$ cat src/hdl/lmem_consts.svh
//##########################################################
// Sizes and timing constants for the local memory test port.
// Included by the packages and by any module that sizes logic
// from them.
//##########################################################

`ifndef LMEM_CONSTS_SVH
`define LMEM_CONSTS_SVH

// Bank organisation
`define LMEM_NUM_BANKS      2
`define LMEM_BANK_IDX_W     1
`define LMEM_ADDR_W         8

// Line layout, built from 64-bit words
`define LMEM_LINE_WORDS     2
`define LMEM_WORD_SEL_W     1
`define LMEM_LINE_W         128

// Bank timing in clock cycles
`define LMEM_RD_LATENCY     3
`define LMEM_BUSY_BANK0     1
`define LMEM_BUSY_BANK1     3

`endif

$ cat src/hdl/lmem_bus_pkg.sv
//##########################################################
// Bank-side bus types: one request beat from the command
// engine to a bank and the response the bank returns.
//##########################################################

`default_nettype none

`include "lmem_consts.svh"

package lmem_bus_pkg;

    // One Avalon-style request beat, held while waitrequest is high
    typedef struct packed {
        logic                         read;
        logic                         write;
        logic [`LMEM_ADDR_W-1:0]      address;
        logic [`LMEM_LINE_W-1:0]      writedata;
        logic [`LMEM_LINE_W/8-1:0]    byteenable;
    } lmem_req_t;

    // Bank response, readdata only meaningful with readdatavalid
    typedef struct packed {
        logic                         waitrequest;
        logic                         readdatavalid;
        logic [`LMEM_LINE_W-1:0]      readdata;
    } lmem_rsp_t;

endpackage

`default_nettype wire

$ cat src/hdl/lmem_csr_pkg.sv
//##########################################################
// Host-side types: register map, command opcodes, the
// decoded command and the result seen by the host.
//##########################################################

`default_nettype none

`include "lmem_consts.svh"

package lmem_csr_pkg;

    // Wishbone word addresses
    typedef enum logic [2:0] {
        REG_ADDR   = 3'd0,
        REG_WDATA  = 3'd1,
        REG_CMD    = 3'd2,
        REG_STATUS = 3'd3,
        REG_RDATA  = 3'd4
    } lmem_reg_e;

    // Opcode in CMD bits 1:0, bit 0 read and bit 1 write
    typedef enum logic [1:0] {
        OP_NONE  = 2'd0,
        OP_READ  = 2'd1,
        OP_WRITE = 2'd2
    } lmem_op_e;

    typedef struct packed {
        lmem_op_e                     op;
        logic [`LMEM_BANK_IDX_W-1:0]  bank;
        logic [7:0]                   be;
        logic [`LMEM_WORD_SEL_W-1:0]  word_sel;
        logic [`LMEM_ADDR_W-1:0]      addr;
        logic [63:0]                  wdata;
    } lmem_cmd_t;

    typedef struct packed {
        logic        busy;
        logic        rd_valid;
        logic [63:0] rdata;
    } lmem_result_t;

endpackage

`default_nettype wire

$ cat src/hdl/lmem_cmd_engine.sv
//##########################################################
// Runs one host command at a time against the banks. Holds
// the bank request until accepted and keeps the sticky read
// result that the register block reports.
//##########################################################

`timescale 1ns/1ns
`default_nettype none

`include "lmem_consts.svh"

module lmem_cmd_engine
(
    input  wire logic                      clk,
    input  wire logic                      reset,
    input  wire lmem_csr_pkg::lmem_cmd_t   cmd,
    input  wire logic                      cmd_valid,
    output lmem_csr_pkg::lmem_result_t     result,
    output lmem_bus_pkg::lmem_req_t        bank_req [`LMEM_NUM_BANKS],
    input  wire lmem_bus_pkg::lmem_rsp_t   bank_rsp [`LMEM_NUM_BANKS]
);
    import lmem_csr_pkg::*;
    import lmem_bus_pkg::*;

    typedef enum logic [1:0] {
        ST_IDLE,
        ST_REQ,
        ST_WAIT_RD
    } state_e;

    typedef logic [`LMEM_LINE_WORDS-1:0][63:0] line_words_t;

    state_e      state;
    lmem_cmd_t   cmd_q;
    logic        rd_valid;
    logic [63:0] rdata;
    logic        cmd_ok;
    logic        sel_wait;
    logic        sel_rvalid;
    line_words_t sel_line;

    // Only real opcodes start work, anything arriving while busy is lost
    assign cmd_ok = cmd_valid && (state == ST_IDLE) &&
                    ((cmd.op == OP_READ) || (cmd.op == OP_WRITE));

    // Response of the bank the current command targets
    always_comb
    begin
        sel_wait   = bank_rsp[cmd_q.bank].waitrequest;
        sel_rvalid = bank_rsp[cmd_q.bank].readdatavalid;
        sel_line   = line_words_t'(bank_rsp[cmd_q.bank].readdata);
    end

    always_ff @(posedge clk)
    begin
        if (reset)
        begin
            state    <= ST_IDLE;
            rd_valid <= 1'b0;
        end
        else
        begin
            case (state)
                ST_IDLE:
                begin
                    if (cmd_ok)
                    begin
                        state <= ST_REQ;
                        if (cmd.op == OP_READ)
                            rd_valid <= 1'b0;
                    end
                end
                ST_REQ:
                begin
                    // Accepted on an edge without waitrequest
                    if (!sel_wait)
                        state <= (cmd_q.op == OP_READ) ? ST_WAIT_RD : ST_IDLE;
                end
                ST_WAIT_RD:
                begin
                    if (sel_rvalid)
                    begin
                        state    <= ST_IDLE;
                        rd_valid <= 1'b1;
                    end
                end
                default: state <= ST_IDLE;
            endcase
        end
    end

    always_ff @(posedge clk)
    begin
        if (cmd_ok)
            cmd_q <= cmd;
        if ((state == ST_WAIT_RD) && sel_rvalid)
            rdata <= sel_line[cmd_q.word_sel];
    end

    assign result.busy     = (state != ST_IDLE);
    assign result.rd_valid = rd_valid;
    assign result.rdata    = rdata;

    // Strobe only the addressed bank, payload is broadcast
    for (genvar b = 0; b < `LMEM_NUM_BANKS; b++)
    begin : g_req
        always_comb
        begin
            bank_req[b].read       = (state == ST_REQ) && (cmd_q.op == OP_READ) &&
                                     (int'(cmd_q.bank) == b);
            bank_req[b].write      = (state == ST_REQ) && (cmd_q.op == OP_WRITE) &&
                                     (int'(cmd_q.bank) == b);
            bank_req[b].address    = cmd_q.addr;
            bank_req[b].writedata  = {`LMEM_LINE_WORDS{cmd_q.wdata}};
            bank_req[b].byteenable = {`LMEM_LINE_WORDS{cmd_q.be}};
        end
    end

endmodule

`default_nettype wire

$ cat config.mk
export PLATFORM = sky130hd
export DESIGN_NAME = lmem_cmd_engine
export DESIGN_NICKNAME = d
export VERILOG_FILES = /design/src/hdl/lmem_bus_pkg.sv /design/src/hdl/lmem_csr_pkg.sv /design/src/hdl/lmem_cmd_engine.sv
export VERILOG_INCLUDE_DIRS = /design/src /design/src/hdl
export SDC_FILE = /design/constraint.sdc
export NUM_CORES = 1
export LEC_CHECK = 0
export BUFFER_PORTS_ARGS = -buffer_cell sky130_fd_sc_hd__buf_4
export CAP_MARGIN = 25
export CORE_AREA = 2 2 280 282
export CTS_CLUSTER_SIZE = 24
export DETAILED_ROUTE_END_ITERATION = 16
export DIE_AREA = 0 0 282 284
export GPL_TIMING_DRIVEN = 0
export RECOVER_POWER = 25
export SYNTH_ARGS = -nofsm -noshare
export SYNTH_HDL_FRONTEND = slang
export SYNTH_SLANG_ARGS = --single-unit
$ cat constraint.sdc
create_clock -name clk -period 14.15 [get_ports clk]
set_clock_uncertainty 0.05 [all_clocks]
set_input_delay 0.7075 -clock clk [delete_from_list [all_inputs] [get_ports clk]]
set_output_delay 0.7075 -clock clk [all_outputs]
set_load 0.01 [all_outputs]
After elaboration in Yosys (flattened, before gate mapping)
Index checks and enable logic that the tools add are counted.
Operators by class
  bitwise gates (word level): 2
  multiplexer cells: 14
  reductions and logical operators: 15
  equality and inequality tests: 10
  order comparisons: 2
Operators by type and width (number)
  $mux W130: 3
  $mux W64: 2
  $logic_and A1 B1 Y1: 9
  $mux W2: 4
  $eq A2 B1 Y1 const B: 3
  $eq A2 B2 Y1 const B: 3
  $ne A2 B2 Y1 const B: 3
  $pmux W2 S3: 1
  $reduce_and A4 Y1: 1
  $reduce_bool A2 Y1: 2
  $mux W1: 3
  $reduce_and A3 Y1: 1
  $ge A2 B2 Y1 const B: 1
  $logic_not A2 Y1: 1
  $lt A1 B2 Y1 const B: 1
  $ne A2 B1 Y1 const B: 1
  $not A1 Y2: 1
  $pmux W1 S2: 1
  $logic_or A1 B1 Y1: 1
  $not A1 Y1: 1
Word-level totals
  word-level logic and storage cells: 52
  register bits after elaboration: 151
  input port bits: 347
  output and inout bits: 374

Depth between registers and ports, before layout
  depth after elaboration: 6
  mapped depth: 5
  gate-level depth less buffers: 5

Worst setup path after synthesis
OpenSTA, ideal clock, no wires.
  kind: input to register
  start: in cmd[83] in the netlist's numbering
  end: reg rd_valid
  buffers on the path: 0
  setup slack: 3519 ps
  data required time: 13977 ps
  setup time: 123 ps
  cell stages on the path: 5
  data arrival time: 10458 ps
  cells stage by stage: inv_1 > ha_1 > nor4b_1 > a21oi_1 > o21a_1
Between the ends
  longest elaborated chain between the ends: 5
  elaborated cells between the ends (all ways): 7
  classes of those cells: eq/ne (4); reduce/logical (3)
Ends and longest elaborated chain
  start: declaration: RTL line lmem_cmd_engine.sv:16  | input wire lmem_csr_pkg::lmem_cmd_t cmd,
  $eq A2 B1 Y1 or $eq A2 B2 Y1 (tied branches): RTL line lmem_cmd_engine.sv:44  | ((cmd.op == OP_READ) || (cmd.op == OP_WRITE));
  $logic_or A1 B1 Y1 *: RTL line lmem_cmd_engine.sv:44
  $logic_and A1 B1 Y1 *: RTL line lmem_cmd_engine.sv:43  | assign cmd_ok = cmd_valid && (state == ST_IDLE) &&
  net cmd_ok: RTL line lmem_cmd_engine.sv:37  | logic cmd_ok;
  $ne A2 B2 Y1 (no line) *
  $reduce_and A4 Y1 (no line) *
  end signal: assignment: RTL line lmem_cmd_engine.sv:59  | rd_valid <= 1'b0;
  end signal: assignment: RTL line lmem_cmd_engine.sv:70  | rd_valid <= 1'b0;
  end signal: assignment: RTL line lmem_cmd_engine.sv:84  | rd_valid <= 1'b1;
  end: declaration: RTL line lmem_cmd_engine.sv:35  | logic rd_valid;
The timed path passes the listed nets; every way through them passes the cells marked *.
A chain may end at the register's enable or synchronous reset.

Final worst setup path
  start: reg cmd_q[81] in the netlist's numbering
  end: reg rdata[44], enable pin
Between the ends
  longest elaborated chain between the ends: 5
Ends and longest elaborated chain
  start: declaration: RTL line lmem_cmd_engine.sv:34  | lmem_cmd_t cmd_q;
  start signal: assignment: RTL line lmem_cmd_engine.sv:95  | cmd_q <= cmd;
  $not A1 Y2 (not written as such): RTL line lmem_cmd_engine.sv:50  | sel_rvalid = bank_rsp[cmd_q.bank].readdatavalid;
  $mux W130 (3 in a row)
  $logic_and A1 B1 Y1: RTL line lmem_cmd_engine.sv:96  | if ((state == ST_WAIT_RD) && sel_rvalid)
  end signal: assignment: RTL line lmem_cmd_engine.sv:97  | rdata <= sel_line[cmd_q.word_sel];
  end: declaration: RTL line lmem_cmd_engine.sv:36  | logic [63:0] rdata;
Every way passes these cells. The select of a mux whose other input is x is not followed.

==> run summary <==
status = finished, final reports clean
final worst slack = 10.56 ns
die area = 80,100 sq um
power per cell area = 85.0 nW/um^2
most common flop cell mapped by yosys = edfxtp_1
Final #Nets = 1,660
Worst setup SP type = flop
# Post-CTS Setup Buffers = 0
Max Freq = 278 MHz
drt drc = 0
average cell area after synthesis = 15.5 sq um
critical path arrival = 3.71 ns
hold crit path type = in2reg
Synth Net Count = 904
largest net degree at the start of global routing = 20
final slew viol count = 0
First-pass DRT Iterations = 4
synth warn = 0
EDFF count, synth = 148
slowest cell on the critical path = clkbuf_1
Static Leak = 7.16 nW
CP max stage delay = 0.71 ns
minimum clock period = 3.59 ns
H-tree Lvls = 4
CTS tree = built
RePlAce Congestion = 0.900
Worst-path clk slew = 0.10 ns
Synth area leader = edfxtp_1
routed len/inst = 18.8 microns
worst vdd ir = 61.2 uV
DR iter-0 viols = 207
DRT antenna net count = 0
Synth area leaders = edfxtp_1 (51%), buf_4 (26%), mux4_1 (9.1%)
clock buffer depth = 2
top-area cell type share of the netlist area = 51.4%
Gate Count Post-Synth = 556
Num Clock Sinks = 151
setup slack after placement = 10.67 ns
initial core utilization = 11.2%
post-synthesis sequential area ratio = 52.1%
Die Y = 284 microns
critical path fanouts, max = 17
Final Core Density = 20.7%
Synth cell types = 23
worst-margin pin slew = 1.05 ns
Resized Gates After CTS = 0
fin crit share = 25.4%
Max transition margin = 30.1%
antenna violations before repair = 14
row cnt = 102
worst-path cell chain = clkbuf_1 -> clkbuf_1 -> mux2i_1 -> nor3b_4 -> buf_8 -> buf_8 -> buf_8
CP required = 14.27 ns
Die W = 282 microns
GR Util All Layers = 10.6%
layout cell share with drive strength beyond 1 = 80.9%
setup TNS = 0 ns
RSZ-0062 raised after global routing = false
I/O Pins = 721
root buffer cell = clkbuf_16
Via-to-Cell Ratio = 3.01
max_cap viols = 0
most frequent CP cell = buf_8
Post-Route WL = 44,600 microns
first-pass GRT wire length = 56,100 microns
CORE AREA = 77,000 sq um
post-synthesis async set-or-reset flop share = 0%
hpwl dp = 39,300 microns
Layout area overhead = 83.8%
total grt overflow = 0
CTS Hold Buffers Added = 0
Port-buffer cells = 720
vias in the first global route = 7,122
Post-Syn Area = 8640 sq um
routed via count = 7,138
TritonCTS buffer count = 17
clk_lat worst skew = 0.47 ns
Setup Viol. Count Final = 0
Hold Vio Cnt, Final = 0
CP endpoint kind = flop
Seq cells post-synth = 151
reg2reg setup slack = 10.56 ns
crit path kind = reg2reg
## routing by layer
| layer | part of all wire (%) | vias to the layer above | track usage, % |
|---|---|---|---|
| li1 | - | 3279 | - |
| met1 | 38 | 3324 | 11.6 |
| met4 | 2.9 | 0 | 4.32 |
| met3 | 7.8 | 52 | 2.38 |
| met5 | 0 | - | 0 |
| met2 | 52 | 483 | 19.5 |
## worst paths after layout
check                  from            end  cells after the start
setup reg to reg  cmd_q[81]      rdata[44]                      7
hold reg to reg    rd_valid       rd_valid                      1
setup / recovery  cmd_q[81]      rdata[44]                      7
hold / removal      cmd[65]  bank_req[145]                      1
## flip-flops by register name, indices dropped and copies added, names as in the netlist
register  count
rdata        64
rd_valid      1
cmd_q         4
bank_req     80
state         2
## worst max-delay path, delay by kind of cell (launching register included)
| kind | cells | cell delay, ns |
|---|---|---|
| buf+inv | 5 | 1.94 |
| simple gates | 1 | 0.55 |
| flops | 1 | 0.33 |
| mux | 1 | 0.39 |
## placed cells by master (no fill, tap or decap), types with 3 or more instances in the layout
| master | netlist | routed |
|---|---|---|
| buf_2 | 7 | 7 |
| mux4_2 | 34 | 34 |
| diode_2 | 0 | 6 |
| inv_6 | 0 | 6 |
| edfxtp_1 | 148 | 148 |
| mux4_1 | 30 | 30 |
| dfxtp_1 | 3 | 3 |
| clkbuf_16 | 0 | 17 |
| inv_1 | 3 | 3 |
| buf_8 | 0 | 3 |
| clkinv_2 | 0 | 3 |
| clkbuf_4 | 0 | 75 |
| clkbuf_1 | 0 | 53 |
| buf_4 | 305 | 917 |
## logic make-up after synthesis
family                     share of synthesized area, %
buffers and inverters                              28.2
DFF                                                52.1
muxes                                              18.2
and+or+nand+nor                                   0.898
AOI/OAI and AO/OA                                 0.478
adders and majority gates                         0.145
## cell type report
| class | count | area (sq um) |
|---|---|---|
| inverters | 3 | 11.3 |
| plain buffers | 320 | 2350 |
| well taps | 1040 | 1300 |
| multi-input cells | 82 | 1710 |
| repair buffers | 737 | 5410 |
| diodes | 6 | 15.0 |
| clock inverters | 15 | 165 |
| flip-flops and latches | 151 | 4500 |
| fillers | 8399 | 61100 |
| clock buffers | 17 | 425 |
## cell usage after synthesis (all sizes together), types with 2 or more instances
cell,instances
buf,320
edfxtp,148
mux4,64
dfxtp,3
inv,3
a21oi,2
mux2i,2
nor2,2
nor4bb,2
## report_power, final
part / internal [W] / switching (W)
logic: 0.000203 / 0.000109
clock network: 0.000265 / 0.000235
registers: 0.000514 / 0.0000241
total: 0.000982 / 0.000369
## stage by stage
stage / hold WS (ns) / total power [W] / area, sq um / cells
floorplan: 0.392 / 0.000682 / 8640 / 556
global placement: 0.402 / 0.000874 / 15400 / 2316
detailed placement: 0.412 / 0.000873 / 15500 / 2333
CTS: 0.276 / 0.00139 / 16100 / 2365
global route: 0.313 / 0.00141 / 15900 / 2370
finish: 0.358 / 0.00135 / 15900 / 2371
No activity file was read; power rests on OpenSTA's default activity.
