==> config.mk <==
export PLATFORM = sky130hd
export DESIGN_NAME = lmem_csr_regs
export DESIGN_NICKNAME = d
export VERILOG_FILES = /design/src/hdl/lmem_csr_pkg.sv /design/src/hdl/lmem_csr_regs.sv
export VERILOG_INCLUDE_DIRS = /design/src /design/src/hdl
export SDC_FILE = /design/constraint.sdc
export NUM_CORES = 1
export LEC_CHECK = 0
export ABC_CLOCK_PERIOD_IN_PS = 4200
export BUFFER_PORTS_ARGS = -buffer_cell sky130_fd_sc_hd__clkbuf_2
export CAP_MARGIN = 20
export CORE_ASPECT_RATIO = 0.75
export CORE_MARGIN = 4
export CORE_UTILIZATION = 50
export CTS_BUF_LIST = sky130_fd_sc_hd__clkbuf_8
export CTS_CLUSTER_DIAMETER = 120
export DETAILED_ROUTE_END_ITERATION = 12
export PLACE_DENSITY = 0.87
export SLEW_MARGIN = 15
export SYNTH_ARGS = -nofsm -noshare
export SYNTH_HDL_FRONTEND = slang
export SYNTH_SLANG_ARGS = --single-unit
==> constraint.sdc <==
create_clock -name clk -period 4.2 [get_ports clk]
set_input_delay 0.84 -clock clk [delete_from_list [all_inputs] [get_ports clk]]
set_output_delay 0.84 -clock clk [all_outputs]
set_load 0.01 [all_outputs]
==> src/hdl/lmem_consts.svh <==
//##########################################################
// Sizes and timing constants for the local memory test port.
// Included by the packages and by any module that sizes logic
// from them.
//##########################################################

`ifndef LMEM_CONSTS_SVH
`define LMEM_CONSTS_SVH

// Bank organisation
`define LMEM_NUM_BANKS      2
`define LMEM_BANK_IDX_W     1
`define LMEM_ADDR_W         8

// Line layout, built from 64-bit words
`define LMEM_LINE_WORDS     2
`define LMEM_WORD_SEL_W     1
`define LMEM_LINE_W         128

// Bank timing in clock cycles
`define LMEM_RD_LATENCY     3
`define LMEM_BUSY_BANK0     1
`define LMEM_BUSY_BANK1     3

`endif

==> src/hdl/lmem_csr_pkg.sv <==
//##########################################################
// Host-side types: register map, command opcodes, the
// decoded command and the result seen by the host.
//##########################################################

`default_nettype none

`include "lmem_consts.svh"

package lmem_csr_pkg;

    // Wishbone word addresses
    typedef enum logic [2:0] {
        REG_ADDR   = 3'd0,
        REG_WDATA  = 3'd1,
        REG_CMD    = 3'd2,
        REG_STATUS = 3'd3,
        REG_RDATA  = 3'd4
    } lmem_reg_e;

    // Opcode in CMD bits 1:0, bit 0 read and bit 1 write
    typedef enum logic [1:0] {
        OP_NONE  = 2'd0,
        OP_READ  = 2'd1,
        OP_WRITE = 2'd2
    } lmem_op_e;

    typedef struct packed {
        lmem_op_e                     op;
        logic [`LMEM_BANK_IDX_W-1:0]  bank;
        logic [7:0]                   be;
        logic [`LMEM_WORD_SEL_W-1:0]  word_sel;
        logic [`LMEM_ADDR_W-1:0]      addr;
        logic [63:0]                  wdata;
    } lmem_cmd_t;

    typedef struct packed {
        logic        busy;
        logic        rd_valid;
        logic [63:0] rdata;
    } lmem_result_t;

endpackage

`default_nettype wire

==> src/hdl/lmem_csr_regs.sv <==
//##########################################################
// Wishbone classic register block for the memory test port.
// Holds ADDR, WDATA and CMD and fires one cmd_valid pulse
// per accepted command write.
//##########################################################

`timescale 1ns/1ns
`default_nettype none

`include "lmem_consts.svh"

module lmem_csr_regs
(
    input  wire logic                       clk,
    input  wire logic                       reset,
    input  wire logic                       wb_cyc,
    input  wire logic                       wb_stb,
    input  wire logic                       wb_we,
    input  wire logic [2:0]                 wb_adr,
    input  wire logic [63:0]                wb_dat_w,
    input  wire lmem_csr_pkg::lmem_result_t result,
    output logic [63:0]                     wb_dat_r,
    output logic                            wb_ack,
    output lmem_csr_pkg::lmem_cmd_t         cmd,
    output logic                            cmd_valid
);
    import lmem_csr_pkg::*;

    logic [63:0] addr_reg;
    logic [63:0] wdata_reg;
    logic [63:0] cmd_reg;
    logic [63:0] status;
    logic [63:0] rd_mux;
    lmem_reg_e   reg_sel;
    logic        wb_hit;
    logic        wr_hit;

    // A new strobe is served once, ack blocks a repeat hit
    assign wb_hit  = wb_cyc && wb_stb && !wb_ack;
    assign wr_hit  = wb_hit && wb_we;
    assign reg_sel = lmem_reg_e'(wb_adr);

    always_ff @(posedge clk)
    begin
        if (reset)
        begin
            wb_ack    <= 1'b0;
            cmd_valid <= 1'b0;
            addr_reg  <= '0;
            wdata_reg <= '0;
            cmd_reg   <= '0;
        end
        else
        begin
            wb_ack    <= wb_hit;
            cmd_valid <= wr_hit && (reg_sel == REG_CMD) &&
                         (lmem_op_e'(wb_dat_w[1:0]) != OP_NONE);
            if (wr_hit)
            begin
                case (reg_sel)
                    REG_ADDR:  addr_reg  <= wb_dat_w;
                    REG_WDATA: wdata_reg <= wb_dat_w;
                    REG_CMD:   cmd_reg   <= wb_dat_w;
                    // STATUS, RDATA and holes ignore writes
                    default:   ;
                endcase
            end
        end
    end

    always_comb
    begin
        status        = '0;
        status[0]     = result.rd_valid;
        status[1]     = result.busy;
        status[63:56] = 8'(`LMEM_NUM_BANKS);
    end

    always_comb
    begin
        case (reg_sel)
            REG_ADDR:   rd_mux = addr_reg;
            REG_WDATA:  rd_mux = wdata_reg;
            REG_CMD:    rd_mux = cmd_reg;
            REG_STATUS: rd_mux = status;
            REG_RDATA:  rd_mux = result.rdata;
            default:    rd_mux = '0;
        endcase
    end

    // Read data lands on the same edge as ack
    always_ff @(posedge clk)
    begin
        if (wb_hit && !wb_we)
            wb_dat_r <= rd_mux;
    end

    // Field split of the CMD word
    always_comb
    begin
        cmd.op       = lmem_op_e'(cmd_reg[1:0]);
        cmd.bank     = cmd_reg[2 +: `LMEM_BANK_IDX_W];
        cmd.be       = cmd_reg[11:4];
        cmd.word_sel = cmd_reg[16 +: `LMEM_WORD_SEL_W];
        cmd.addr     = addr_reg[`LMEM_ADDR_W-1:0];
        cmd.wdata    = wdata_reg;
    end

endmodule

`default_nettype wire

; After elaboration in Yosys (flattened, before gate mapping)
; Index checks and enable logic that the tools add are counted.
; W data, S select, Z words.
[op_classes]
n_addsub = 0
n_mul = 0
n_div = 0
order_cmp = 0
n_eq_ne = 4
shift = 0
mux = 1
bitwise_logic = 0
n_reduce_logical = 13
[ops]
columns = op, count
row1 = $pmux W64 S5, 1
row2 = $eq A3 B2 Y1 const B, 2
row3 = $logic_and A1 B1 Y1, 6
row4 = $reduce_and A2 Y1, 3
row5 = $eq A3 B1 Y1 const B, 1
row6 = $eq A3 B3 Y1 const B, 1
row7 = $logic_not A3 Y1, 1
row8 = $logic_not A1 Y1, 2
row9 = $reduce_bool A2 Y1, 1
[totals]
register_bits = 258
latch_bits = 0
mem_bits_rw = 0
mem_bits_ro = 0
in_bits = 138
output_inout_bits = 150
mem_count = 0

; Depth between registers and ports, before layout
; Gate-level depths: netlist (run 1).
[logic_depth]
word_depth = 5
depth_mapped = 6
depth_no_buf = 3

; Worst setup path before layout (run 1)
; OpenSTA, ideal clock, no wires.
[synth_timing]
kind = in2reg
start = input port wb_stb
end = register wb_dat_r[0], enable pin
arrival_ns = 3.614
required_time_ns = 3.714
slack_ns = 0.099
path_stages = 2
path_buffers = 0
path_cell_list = nand3b_1 > nor2_1
[synth_between]
elab_chain_len = 3
[synth_rtl]
columns = item, line_no
row1 = "start, declared", lmem_csr_regs.sv:17  ; input wire logic wb_stb,
row2 = $logic_and A1 B1 Y1 (2 in a row), lmem_csr_regs.sv:39  ; assign wb_hit = wb_cyc && wb_stb && !wb_ack;
row3 = $logic_and A1 B1 Y1, lmem_csr_regs.sv:94  ; if (wb_hit && !wb_we)
row4 = "end signal, assigned", lmem_csr_regs.sv:95  ; wb_dat_r <= rd_mux;
row5 = "end, declared", lmem_csr_regs.sv:22  ; output logic [63:0] wb_dat_r,
; No other way between the ends.
; A chain may end at the register's enable or synchronous reset.

; Worst setup path after layout (run 1)
[layout_timing]
start = input port wb_adr[0]
end = register wb_dat_r[16], data pin
[layout_between]
elab_chain_len = 2
word_cells_on_any_way = 6
classes_between = eq/ne: 4 / mux: 1 / reduce/logical: 1
[layout_rtl]
columns = item, line_no
row1 = "start, declared", lmem_csr_regs.sv:19  ; input wire logic [2:0] wb_adr,
row2 = "$eq A3 B3 Y1, or another cell as far along", lmem_csr_regs.sv:81  ; case (reg_sel)
row3 = $pmux W64 S5 *, lmem_csr_regs.sv:81
row4 = via rd_mux[16], lmem_csr_regs.sv:33  ; logic [63:0] rd_mux;
; The timed path passes the listed nets; every way through them passes the cells marked *.

==> results.yml, run 1 <==
clock_tree:
  clockBufferDepth: 3
  clk-insertion-delay-late_ps: 530
  cts_resized: 0
  ctsHtreeMaxLevel: 2
  clock_sinks: 258
  clkTransAtPathRegs_ps: 70
  cts_tree: "done"
  ctsHoldBuffers: 0
  cts_root_buf: "clkbuf_8"
  cts_setup_buffers: 0
  cts_buffers: 41
routing:
  detail_route.iter0.violations: 585
  antenna_left: 0
  vias_per_cell: 5.44
  vias: 9014
  wire_per_inst_microns: 19.7
  drt-total-wl_microns: 32600
  drc: 0
  dr.pass1.iters: 5
die:
  start_util_pct: 51.2
  row_count: 48
  die_width_microns: 186
  ios: 288
  die_y_microns: 141
  die_area_sq_um: 26300
  core_area_sq_um: 23200
synthesis:
  synth-seq-area-share_pct: 48.9
  syn_nets: 1223
  ys_types: 27
  synth_edf_count: 64
  ys_ff_latch: 258
  synthTopCellsByCount: "257 x nand2b_1, 254 x mux2i_1, 194 x dfxtp_1"
  yosysTopAreaCell: "dfxtp_1"
  avgSynthCellArea_sq_um: 10.9
  ys_warn_count: 0
  async_flop_share_pct: 0
  synth_top_flop_cell: "dfxtp_1"
  netlist_area_sq_um: 11900
  synth_cells: 1085
  yosys-top-cells-area: "dfxtp_1 33%, mux2i_1 21%, edfxtp_1 16%"
  yosysTopAreaCellShare_pct: 32.7
  synth_most_common_cell: "nand2b_1"
sta:
  tightest_slew_ps: 1110
  max_freq_mhz: 412
  drv_slew: 0
  setup_viol: 0
  setup_tns_ps: 0
  finalClockSkew_ps: 16.1
  slew-limit-headroom_pct: 26.0
  fin_crit_sh_pct: 57.7
  hold_viol_final: 0
  fin_crit_ps: 2430
  rsz0062_at_grt: "false"
setup_path:
  critPathCapture: "wb_dat_r[16]$_DFFE_PP_"
  path_cells: "clkbuf_2 > or2_2 > buf_4 > o211ai_1"
  endpoint_kind: "flip-flop"
  criticalPathCategory: "in -> reg"
  cp.required_ps: 4440
  critical_path.startpoint: "wb_adr[0]"
  reg2reg_slack_ps: 2150
  critPathMaxStageDelay_ps: 820
  timing.rr.start: "wb_ack$_SDFF_PP0_"
  crit_slowest_cell: "or2_2"
  reg2reg_depth: 4
  reg2reg_to: "wdata_reg[30]$_SDFFE_PP0P_"
  critical_path.max_fanout: 38
  startpoint_type: "input pin"
  worstPathArrival_ps: 2670
placed_design:
  dpl.cell_count: 1583
  gp_congestion: 0.820
  placement.io_buffers: 287
  dp_hpwl_microns: 21200
layout:
  num_antenna_cells: 0
  layout-drive-gt1-share_pct: 27.8
  syn2layout_area_growth_pct: 20.3
  fin_nets: 1464
  final_cells: 1658
global_route:
  grt-ovfl-total: 0
  grt_pass1_wl_microns: 50800
  grt_pass1_vias: 9534
  grt_use_total_pct: 24.0
  antenna_found_initial: 2
  grt_max_degree: 259
job:
  drv_cap: 0
outcome:
  status: "completed"
power_and_ir_drop:
  leakagePower_nw: 6.33
  power_density_nw_per_um2: 382
  power_mw: 5.45
  max-vdd-ir-drop_uv: 244
min_path:
  hold_path_class: "reg -> reg"
[where the power goes]
part | switching [mW] | leakage (nW) | internal [mW]
sequential | 0.0183 | 2.10 | 2.58
clock | 1.00 | 0.520 | 1.45
combinational | 0.226 | 3.71 | 0.177
total | 1.25 | 6.33 | 4.21
[stage by stage]
stage                     setup slack, ps  hold WS, ps  utilization (%)  instance area [sq um]
after detailed placement             1220          461             57.5                  13300
after CTS                            1780          474             61.6                  14300
after floorplan                      99.5          448                -                  11900
final                                1770          473             61.6                  14300
after global routing                 1700          491             61.6                  14300
after global placement               1310          457             57.5                  13300
[final cells by class]
type,count,area (sq um)
Sequential cell,258,5810
Multi-Input combinational cell,721,5530
Tap cell,300,375
Timing Repair Buffer,304,1620
Fill cell,1911,8910
Clock inverter,25,260
Clock buffer,50,688
[cell usage in the layout (no fill, tap or decap), drive strengths merged, types with 6 or more instances in the layout]
cell type | synthesis | layout
buf | 49 | 19
bufinv | 0 | 6
clkbuf | 57 | 335
clkinv | 0 | 8
dfxtp | 194 | 194
edfxtp | 64 | 64
inv | 0 | 10
mux2i | 254 | 254
nand2 | 61 | 61
nand2b | 257 | 257
nand3b | 61 | 61
o211ai | 60 | 60
[routing by layer]
layer	track usage [%]	share of wire [%]	vias to the layer above
li1	-	-	4222
met1	31.5	43	4367
met2	39.7	47	371
met3	5.89	8.5	50
met4	6.75	1.5	4
met5	0	0.10	-
[worst min-delay path by stage]
stage,to,from,slack [ps],cells after the start
after global placement,addr_reg[39]$_SDFFE_PP0P_,addr_reg[39]$_SDFFE_PP0P_,460,2
after floorplan,addr_reg[10]$_SDFFE_PP0P_,addr_reg[10]$_SDFFE_PP0P_,450,2
after global routing,addr_reg[17]$_SDFFE_PP0P_,addr_reg[17]$_SDFFE_PP0P_,490,2
after CTS,addr_reg[17]$_SDFFE_PP0P_,addr_reg[17]$_SDFFE_PP0P_,470,2
final,addr_reg[15]$_SDFFE_PP0P_,addr_reg[15]$_SDFFE_PP0P_,470,2
after detailed placement,addr_reg[17]$_SDFFE_PP0P_,addr_reg[17]$_SDFFE_PP0P_,460,2
[worst max-delay path, delay by kind of cell]
kind                   cells  cell delay, ps
AND/OR/NAND/NOR            1             820
AO/OA/AOI/OAI              1             190
buffers and inverters      2             790
[cells by family after synthesis]
group,Yosys count,synth area share (%)
buffers and inverters,106,4.80
DFF,258,48.9
AOI/OAI and AO/OA,71,4.43
and+or+nand+nor,394,20.2
muxes,256,21.6
No activity file was read; power rests on OpenSTA's default activity.
==> inputs of run 2 (changes only) <==
--- a/config.mk
+++ b/config.mk
@@ -6,7 +6,7 @@
 export SDC_FILE = /design/constraint.sdc
 export NUM_CORES = 1
 export LEC_CHECK = 0
-export ABC_CLOCK_PERIOD_IN_PS = 4200
+export ABC_CLOCK_PERIOD_IN_PS = 2300
 export BUFFER_PORTS_ARGS = -buffer_cell sky130_fd_sc_hd__clkbuf_2
 export CAP_MARGIN = 20
 export CORE_ASPECT_RATIO = 0.75
@@ -15,7 +15,7 @@
 export CTS_BUF_LIST = sky130_fd_sc_hd__clkbuf_8
 export CTS_CLUSTER_DIAMETER = 120
 export DETAILED_ROUTE_END_ITERATION = 12
-export PLACE_DENSITY = 0.87
+export PLACE_DENSITY = 0.84
 export SLEW_MARGIN = 15
 export SYNTH_ARGS = -nofsm -noshare
 export SYNTH_HDL_FRONTEND = slang
==> constraint.sdc (replaced) <==
create_clock -name clk -period 2.3 [get_ports clk]
set_input_delay 0.46 -clock clk [delete_from_list [all_inputs] [get_ports clk]]
set_output_delay 0.46 -clock clk [all_outputs]
set_load 0.01 [all_outputs]
==> run 2 against run 1 <==
  * Power is 71% higher
  * Clock power up 56%
  * Die area unchanged
  * First-iteration DRC count is 19% lower
  * Clock skew shrank 3.7 ps
  * Non-clock buffer count up 6
  * Global-route usage about the same
  * Sequential power is 82% higher
  * Via count rose by 0.47%
  * Combinational power rose by 87%
  * Sequential share of layout area rose by 0.089 points
==> results.yml, run 2 (synthesis gave the netlist of run 1 again) <==
outcome:
  status: "completed"
global_route:
  grt-ovfl-total: 0
  grt_pass1_wl_microns: 50500
  grt_use_total_pct: 24.0
  antenna_found_initial: 1
  grt_max_degree: 65
  grt_pass1_vias: 9362
die:
  ios: 288
  die_y_microns: 141
  core_area_sq_um: 23200
  die_width_microns: 186
  start_util_pct: 51.2
  row_count: 48
  die_area_sq_um: 26300
placed_design:
  gp_congestion: 0.820
  placement.io_buffers: 287
  dp_hpwl_microns: 21200
  place_ws_ps: 297
setup_path:
  reg2reg_depth: 4
  path_cells: "nand4b_4 > or4b_4 > buf_4 > mux2i_1"
  critPathMaxStageDelay_ps: 530
  critPathCapture: "cmd_reg[10]$_SDFFE_PP0P_"
  reg2reg_slack_ps: 560
  startpoint_type: "flip-flop"
  critical_path.startpoint: "wb_ack$_SDFF_PP0_"
  cp_num_cells: 4
  endpoint_kind: "flip-flop"
  path_buf_inv: 1
  critical_path.max_fanout: 30
  cp.required_ps: 2680
  critPathTopFamily: "simple AND/OR/NAND/NOR gates"
  crit_slowest_cell: "or4b_4"
  worstPathArrival_ps: 2120
  reg2reg_to: "cmd_reg[10]$_SDFFE_PP0P_"
  criticalPathCategory: "reg -> reg"
  timing.rr.start: "wb_ack$_SDFF_PP0_"
power_and_ir_drop:
  seqPwrFrac_pct: 50.8
  netSwitchingFraction_pct: 23.8
  power_density_nw_per_um2: 655
  leakagePower_nw: 6.35
  p_sw_mw: 2.22
  p_comb_share_pct: 8.1
  intPower_mw: 7.10
  p_clk_share_pct: 41.1
  max-vdd-ir-drop_uv: 441
routing:
  vias: 9056
  detail_route.iter0.violations: 472
  drc: 0
  vias_per_cell: 5.45
  wire_per_inst_microns: 19.5
  antenna_left: 0
  dr.pass1.iters: 7
  drt-total-wl_microns: 32500
sta:
  fin_crit_sh_pct: 75.5
  drv_slew: 0
  fin_crit_ps: 1740
  setup_viol: 0
  rsz0062_at_grt: "false"
  hold_viol_final: 0
  setup_slack_ps: 563
  fin_worst_hold_slack_ps: 202
  max_freq_mhz: 576
  slew-limit-headroom_pct: 35.7
  finalClockSkew_ps: 12.4
  setup_tns_ps: 0
  tightest_slew_ps: 965
layout:
  most-common-layout-cells: "285 x clkbuf_2, 257 x nand2b_1, 254 x mux2i_1"
  final_common_cell: "clkbuf_2"
  syn2layout_area_growth_pct: 20.0
  fin_nets: 1470
  layout-drive-gt1-share_pct: 27.7
clock_tree:
  cts_resized: 0
  cts_tree: "done"
  ctsHtreeMaxLevel: 2
  clock_sinks: 258
  cts_buffers: 41
  clk-insertion-delay-late_ps: 520
  cts_setup_buffers: 0
  cts_root_buf: "clkbuf_8"
  clkTransAtPathRegs_ps: 60
  ctsHoldBuffers: 0
  clockBufferDepth: 3
job:
  drv_cap: 0
min_path:
  hold_path_class: "in -> reg"
-- run 2: cell count changes in the layout (fill, tap and decap cells not counted), sizes merged --
cell      before  now
clkbuf       335  338
inv           10   17
buf           19   25
bufinv         6    0
clkinv         8    2
diode          0    1
clkinvlp       1    0
-- run 2: tightest hold or removal path, stage by stage --
cell and delay (ps):
clkbuf_2 90, nor2_1 40, nor3_2 80
-- run 2: power groups by stage --
stage               logic (mW)  clock network (mW)  registers (mW)
finish                   0.752                3.83            4.74
global route             0.804                4.13            4.74
CTS                      0.752                3.91            4.74
detailed placement       0.749                   0            4.84
global placement         0.738                   0            4.84
floorplan                0.396                   0            4.86
-- run 2: worst min-delay path by stage --
stage                              start                   endpoint  slack [ps]  cells after the start
2_1_floorplan  addr_reg[10]$_SDFFE_PP0P_  addr_reg[10]$_SDFFE_PP0P_         450                      2
3_3_place_gp    addr_reg[9]$_SDFFE_PP0P_   addr_reg[9]$_SDFFE_PP0P_         460                      2
3_5_place_dp   addr_reg[41]$_SDFFE_PP0P_  addr_reg[41]$_SDFFE_PP0P_         460                      2
4_1_cts                      wb_dat_w[1]       cmd_valid$_SDFF_PP0_         170                      3
5_1_grt                      wb_dat_w[1]       cmd_valid$_SDFF_PP0_         180                      3
6_report                     wb_dat_w[1]       cmd_valid$_SDFF_PP0_         200                      3
-- run 2: stage by stage --
stage                     std cells  total power, mW  util, %  cell area [sq um]
final                          1662             9.33     61.4              14200
after global routing           1661             9.68     61.4              14200
after CTS                      1661             9.40     61.4              14200
after detailed placement       1589             5.59     58.0              13400
after global placement         1589             5.58     58.0              13400
after floorplan                1085             5.25        -              11900
-- run 2: cell type report --
class | instances | area, sq um
diodes | 1 | 2.50
clock buffers | 53 | 729
clock inverters | 19 | 73.8
fillers | 1871 | 8940
multi-input cells | 721 | 5530
flip-flops and latches | 258 | 5810
well taps | 300 | 375
repair buffers | 310 | 1730
-- run 2: routing by layer --
layer | track usage, % | up-vias | part of all wire [%]
met1 | 31.3 | 4390 | 43
li1 | - | 4238 | -
met2 | 40.0 | 375 | 47
met4 | 6.55 | 2 | 1.6
met3 | 5.82 | 51 | 8.1
met5 | 0 | - | 0.037
==> inputs of run 3 (changes only) <==
--- a/config.mk
+++ b/config.mk
@@ -6,7 +6,7 @@
 export SDC_FILE = /design/constraint.sdc
 export NUM_CORES = 1
 export LEC_CHECK = 0
-export ABC_CLOCK_PERIOD_IN_PS = 2300
+export ABC_CLOCK_PERIOD_IN_PS = 1650
 export BUFFER_PORTS_ARGS = -buffer_cell sky130_fd_sc_hd__clkbuf_2
 export CAP_MARGIN = 20
 export CORE_ASPECT_RATIO = 0.75
==> constraint.sdc (replaced) <==
create_clock -name clk -period 1.65 [get_ports clk]
set_input_delay 0.33 -clock clk [delete_from_list [all_inputs] [get_ports clk]]
set_output_delay 0.33 -clock clk [all_outputs]
set_load 0.01 [all_outputs]
==> run 3 against run 2 <==
  * Combinational power increased by 44%
  * Register-to-register slack worse by 480 ps
  * Largest cell class unchanged
  * Via count decreased by 0.81%
==> results.yml, run 3 (synthesis gave the netlist of run 1 again) <==
clock_tree:
  cts_tree: "done"
  ctsHoldBuffers: 0
  cts_setup_buffers: 0
  clk-insertion-delay-late_ps: 520
  ctsHtreeMaxLevel: 2
  clkTransAtPathRegs_ps: 60
  cts_buffers: 42
  clock_sinks: 258
  clockBufferDepth: 3
  cts_resized: 0
  cts_root_buf: "clkbuf_8"
die:
  die_y_microns: 141
  die_area_sq_um: 26300
  die_width_microns: 186
  row_count: 48
  start_util_pct: 51.2
  core_area_sq_um: 23200
  ios: 288
sta:
  fin_worst_hold_slack_ps: 102
  rsz0062_at_grt: "false"
  setup_viol: 0
  fin_crit_sh_pct: 94.9
  tightest_slew_ps: 495
  finalClockSkew_ps: 11.5
  drv_slew: 0
  hold_viol_final: 0
  max_freq_mhz: 639
  fin_crit_ps: 1570
  slew-limit-headroom_pct: 67.0
placed_design:
  placement.io_buffers: 287
  dpl.cell_count: 1615
  dpl_cell_area_sq_um: 13700
  gp_congestion: 0.804
  dp_hpwl_microns: 22300
setup_path:
  criticalPathCategory: "reg -> reg"
  endpoint_kind: "flip-flop"
  reg2reg_slack_ps: 80
  reg2reg_depth: 4
  cp.required_ps: 2040
  reg2reg_to: "cmd_reg[19]$_SDFFE_PP0P_"
  startpoint_type: "flip-flop"
  timing.rr.start: "wb_ack$_SDFF_PP0_"
  worstPathArrival_ps: 1960
  critical_path.max_fanout: 28
power_and_ir_drop:
  leakagePower_nw: 6.52
  max-vdd-ir-drop_uv: 553
  power_density_nw_per_um2: 887
  power_mw: 12.9
global_route:
  grt_pass1_vias: 9393
  grt_use_total_pct: 23.4
  grt_pass1_wl_microns: 49800
  grt-ovfl-total: 0
  antenna_found_initial: 1
  grt_max_degree: 64
layout:
  fin_nets: 1497
  final_common_cell: "clkbuf_2"
  fillerInstances: 1914
  syn2layout_area_growth_pct: 22.6
  final_cells: 1693
  fin_area_sq_um: 14500
  layout-drive-gt1-share_pct: 29.1
  most-common-layout-cells: "285 x clkbuf_2, 257 x nand2b_1, 254 x mux2i_1"
routing:
  vias_per_cell: 5.31
  antenna_left: 0
  vias: 8983
  wire_per_inst_microns: 18.7
  dr.pass1.iters: 5
  drc: 0
  detail_route.iter0.violations: 445
  drt-total-wl_microns: 31600
min_path:
  hold_depth: 3
  holdPathEnd: "cmd_reg[11]$_SDFFE_PP0P_"
  hold_path_class: "in -> reg"
  min-delay-start: "wb_dat_w[11]"
outcome:
  status: "completed"
job:
  drv_cap: 0
-- run 3: changes by cell type in the layout (fill, tap and decap cells not counted), sizes merged --
cell / change
bufinv: +1
clkinv: +9
clkinvlp: +1
inv: +1
buf: +26
clkbuf: -7
-- run 3: worst max path at each step --
| stage | slack (ps) | endpoint | cells after the start | from |
|---|---|---|---|---|
| after detailed placement | -60 | addr_reg[23]$_SDFFE_PP0P_ | 6 | wb_adr[0] |
| after global placement | -4 | addr_reg[21]$_SDFFE_PP0P_ | 6 | wb_adr[0] |
| after global routing | 10 | addr_reg[23]$_SDFFE_PP0P_ | 6 | wb_ack$_SDFF_PP0_ |
| after floorplan | -260 | wb_dat_r[0]$_DFFE_PP_ | 2 | wb_ack$_SDFF_PP0_ |
| after CTS | 90 | cmd_reg[36]$_SDFFE_PP0P_ | 4 | wb_ack$_SDFF_PP0_ |
| final | 80 | cmd_reg[19]$_SDFFE_PP0P_ | 4 | wb_ack$_SDFF_PP0_ |
-- run 3: per-layer routing --
metal / track usage (%) / part of all wire (%)
met1: 30.8 / 45
met5: 0 / 0
met3: 5.61 / 7.3
met2: 39.1 / 47
met4: 6.09 / 1.6
-- run 3: layout make-up --
type                    count  area (sq um)  share of cell area (%)
repair buffers            336          2040                    14.0
flip-flops and latches    258          5810                    39.9
well taps                 300           375                    2.58
clock inverters            31           156                    1.08
diodes                      1          2.50                  0.0172
multi-input cells         721          5530                    38.0
clock buffers              46           633                    4.35
-- run 3: worst max-delay path, stage by stage, from the launching register on --
cell and delay, ps:
dfxtp_2 320, nand4b_4 170, or4b_4 560, buf_12 210
mux2i_1 150
-- run 3: per-stage QoR --
| step | setup slack, ps | utilization (%) | TNS (ps) |
|---|---|---|---|
| finish | 84.8 | 62.7 | 0 |
| global route | 13.4 | 62.7 | 0 |
| CTS | 88.2 | 62.7 | 0 |
| detailed placement | -55.2 | 59.3 | -746 |
| global placement | -4.01 | 59.3 | -19.1 |
| floorplan | -264 | - | -16880 |
-- run 3: where the power goes --
group          total (mW)  internal, mW  leakage (nW)  switching [mW]
Sequential           6.61          6.57          2.10          0.0432
Combinational        1.08         0.505          3.94           0.573
Clock                5.21          2.73         0.477            2.48
Total                12.9          9.80          6.52            3.10
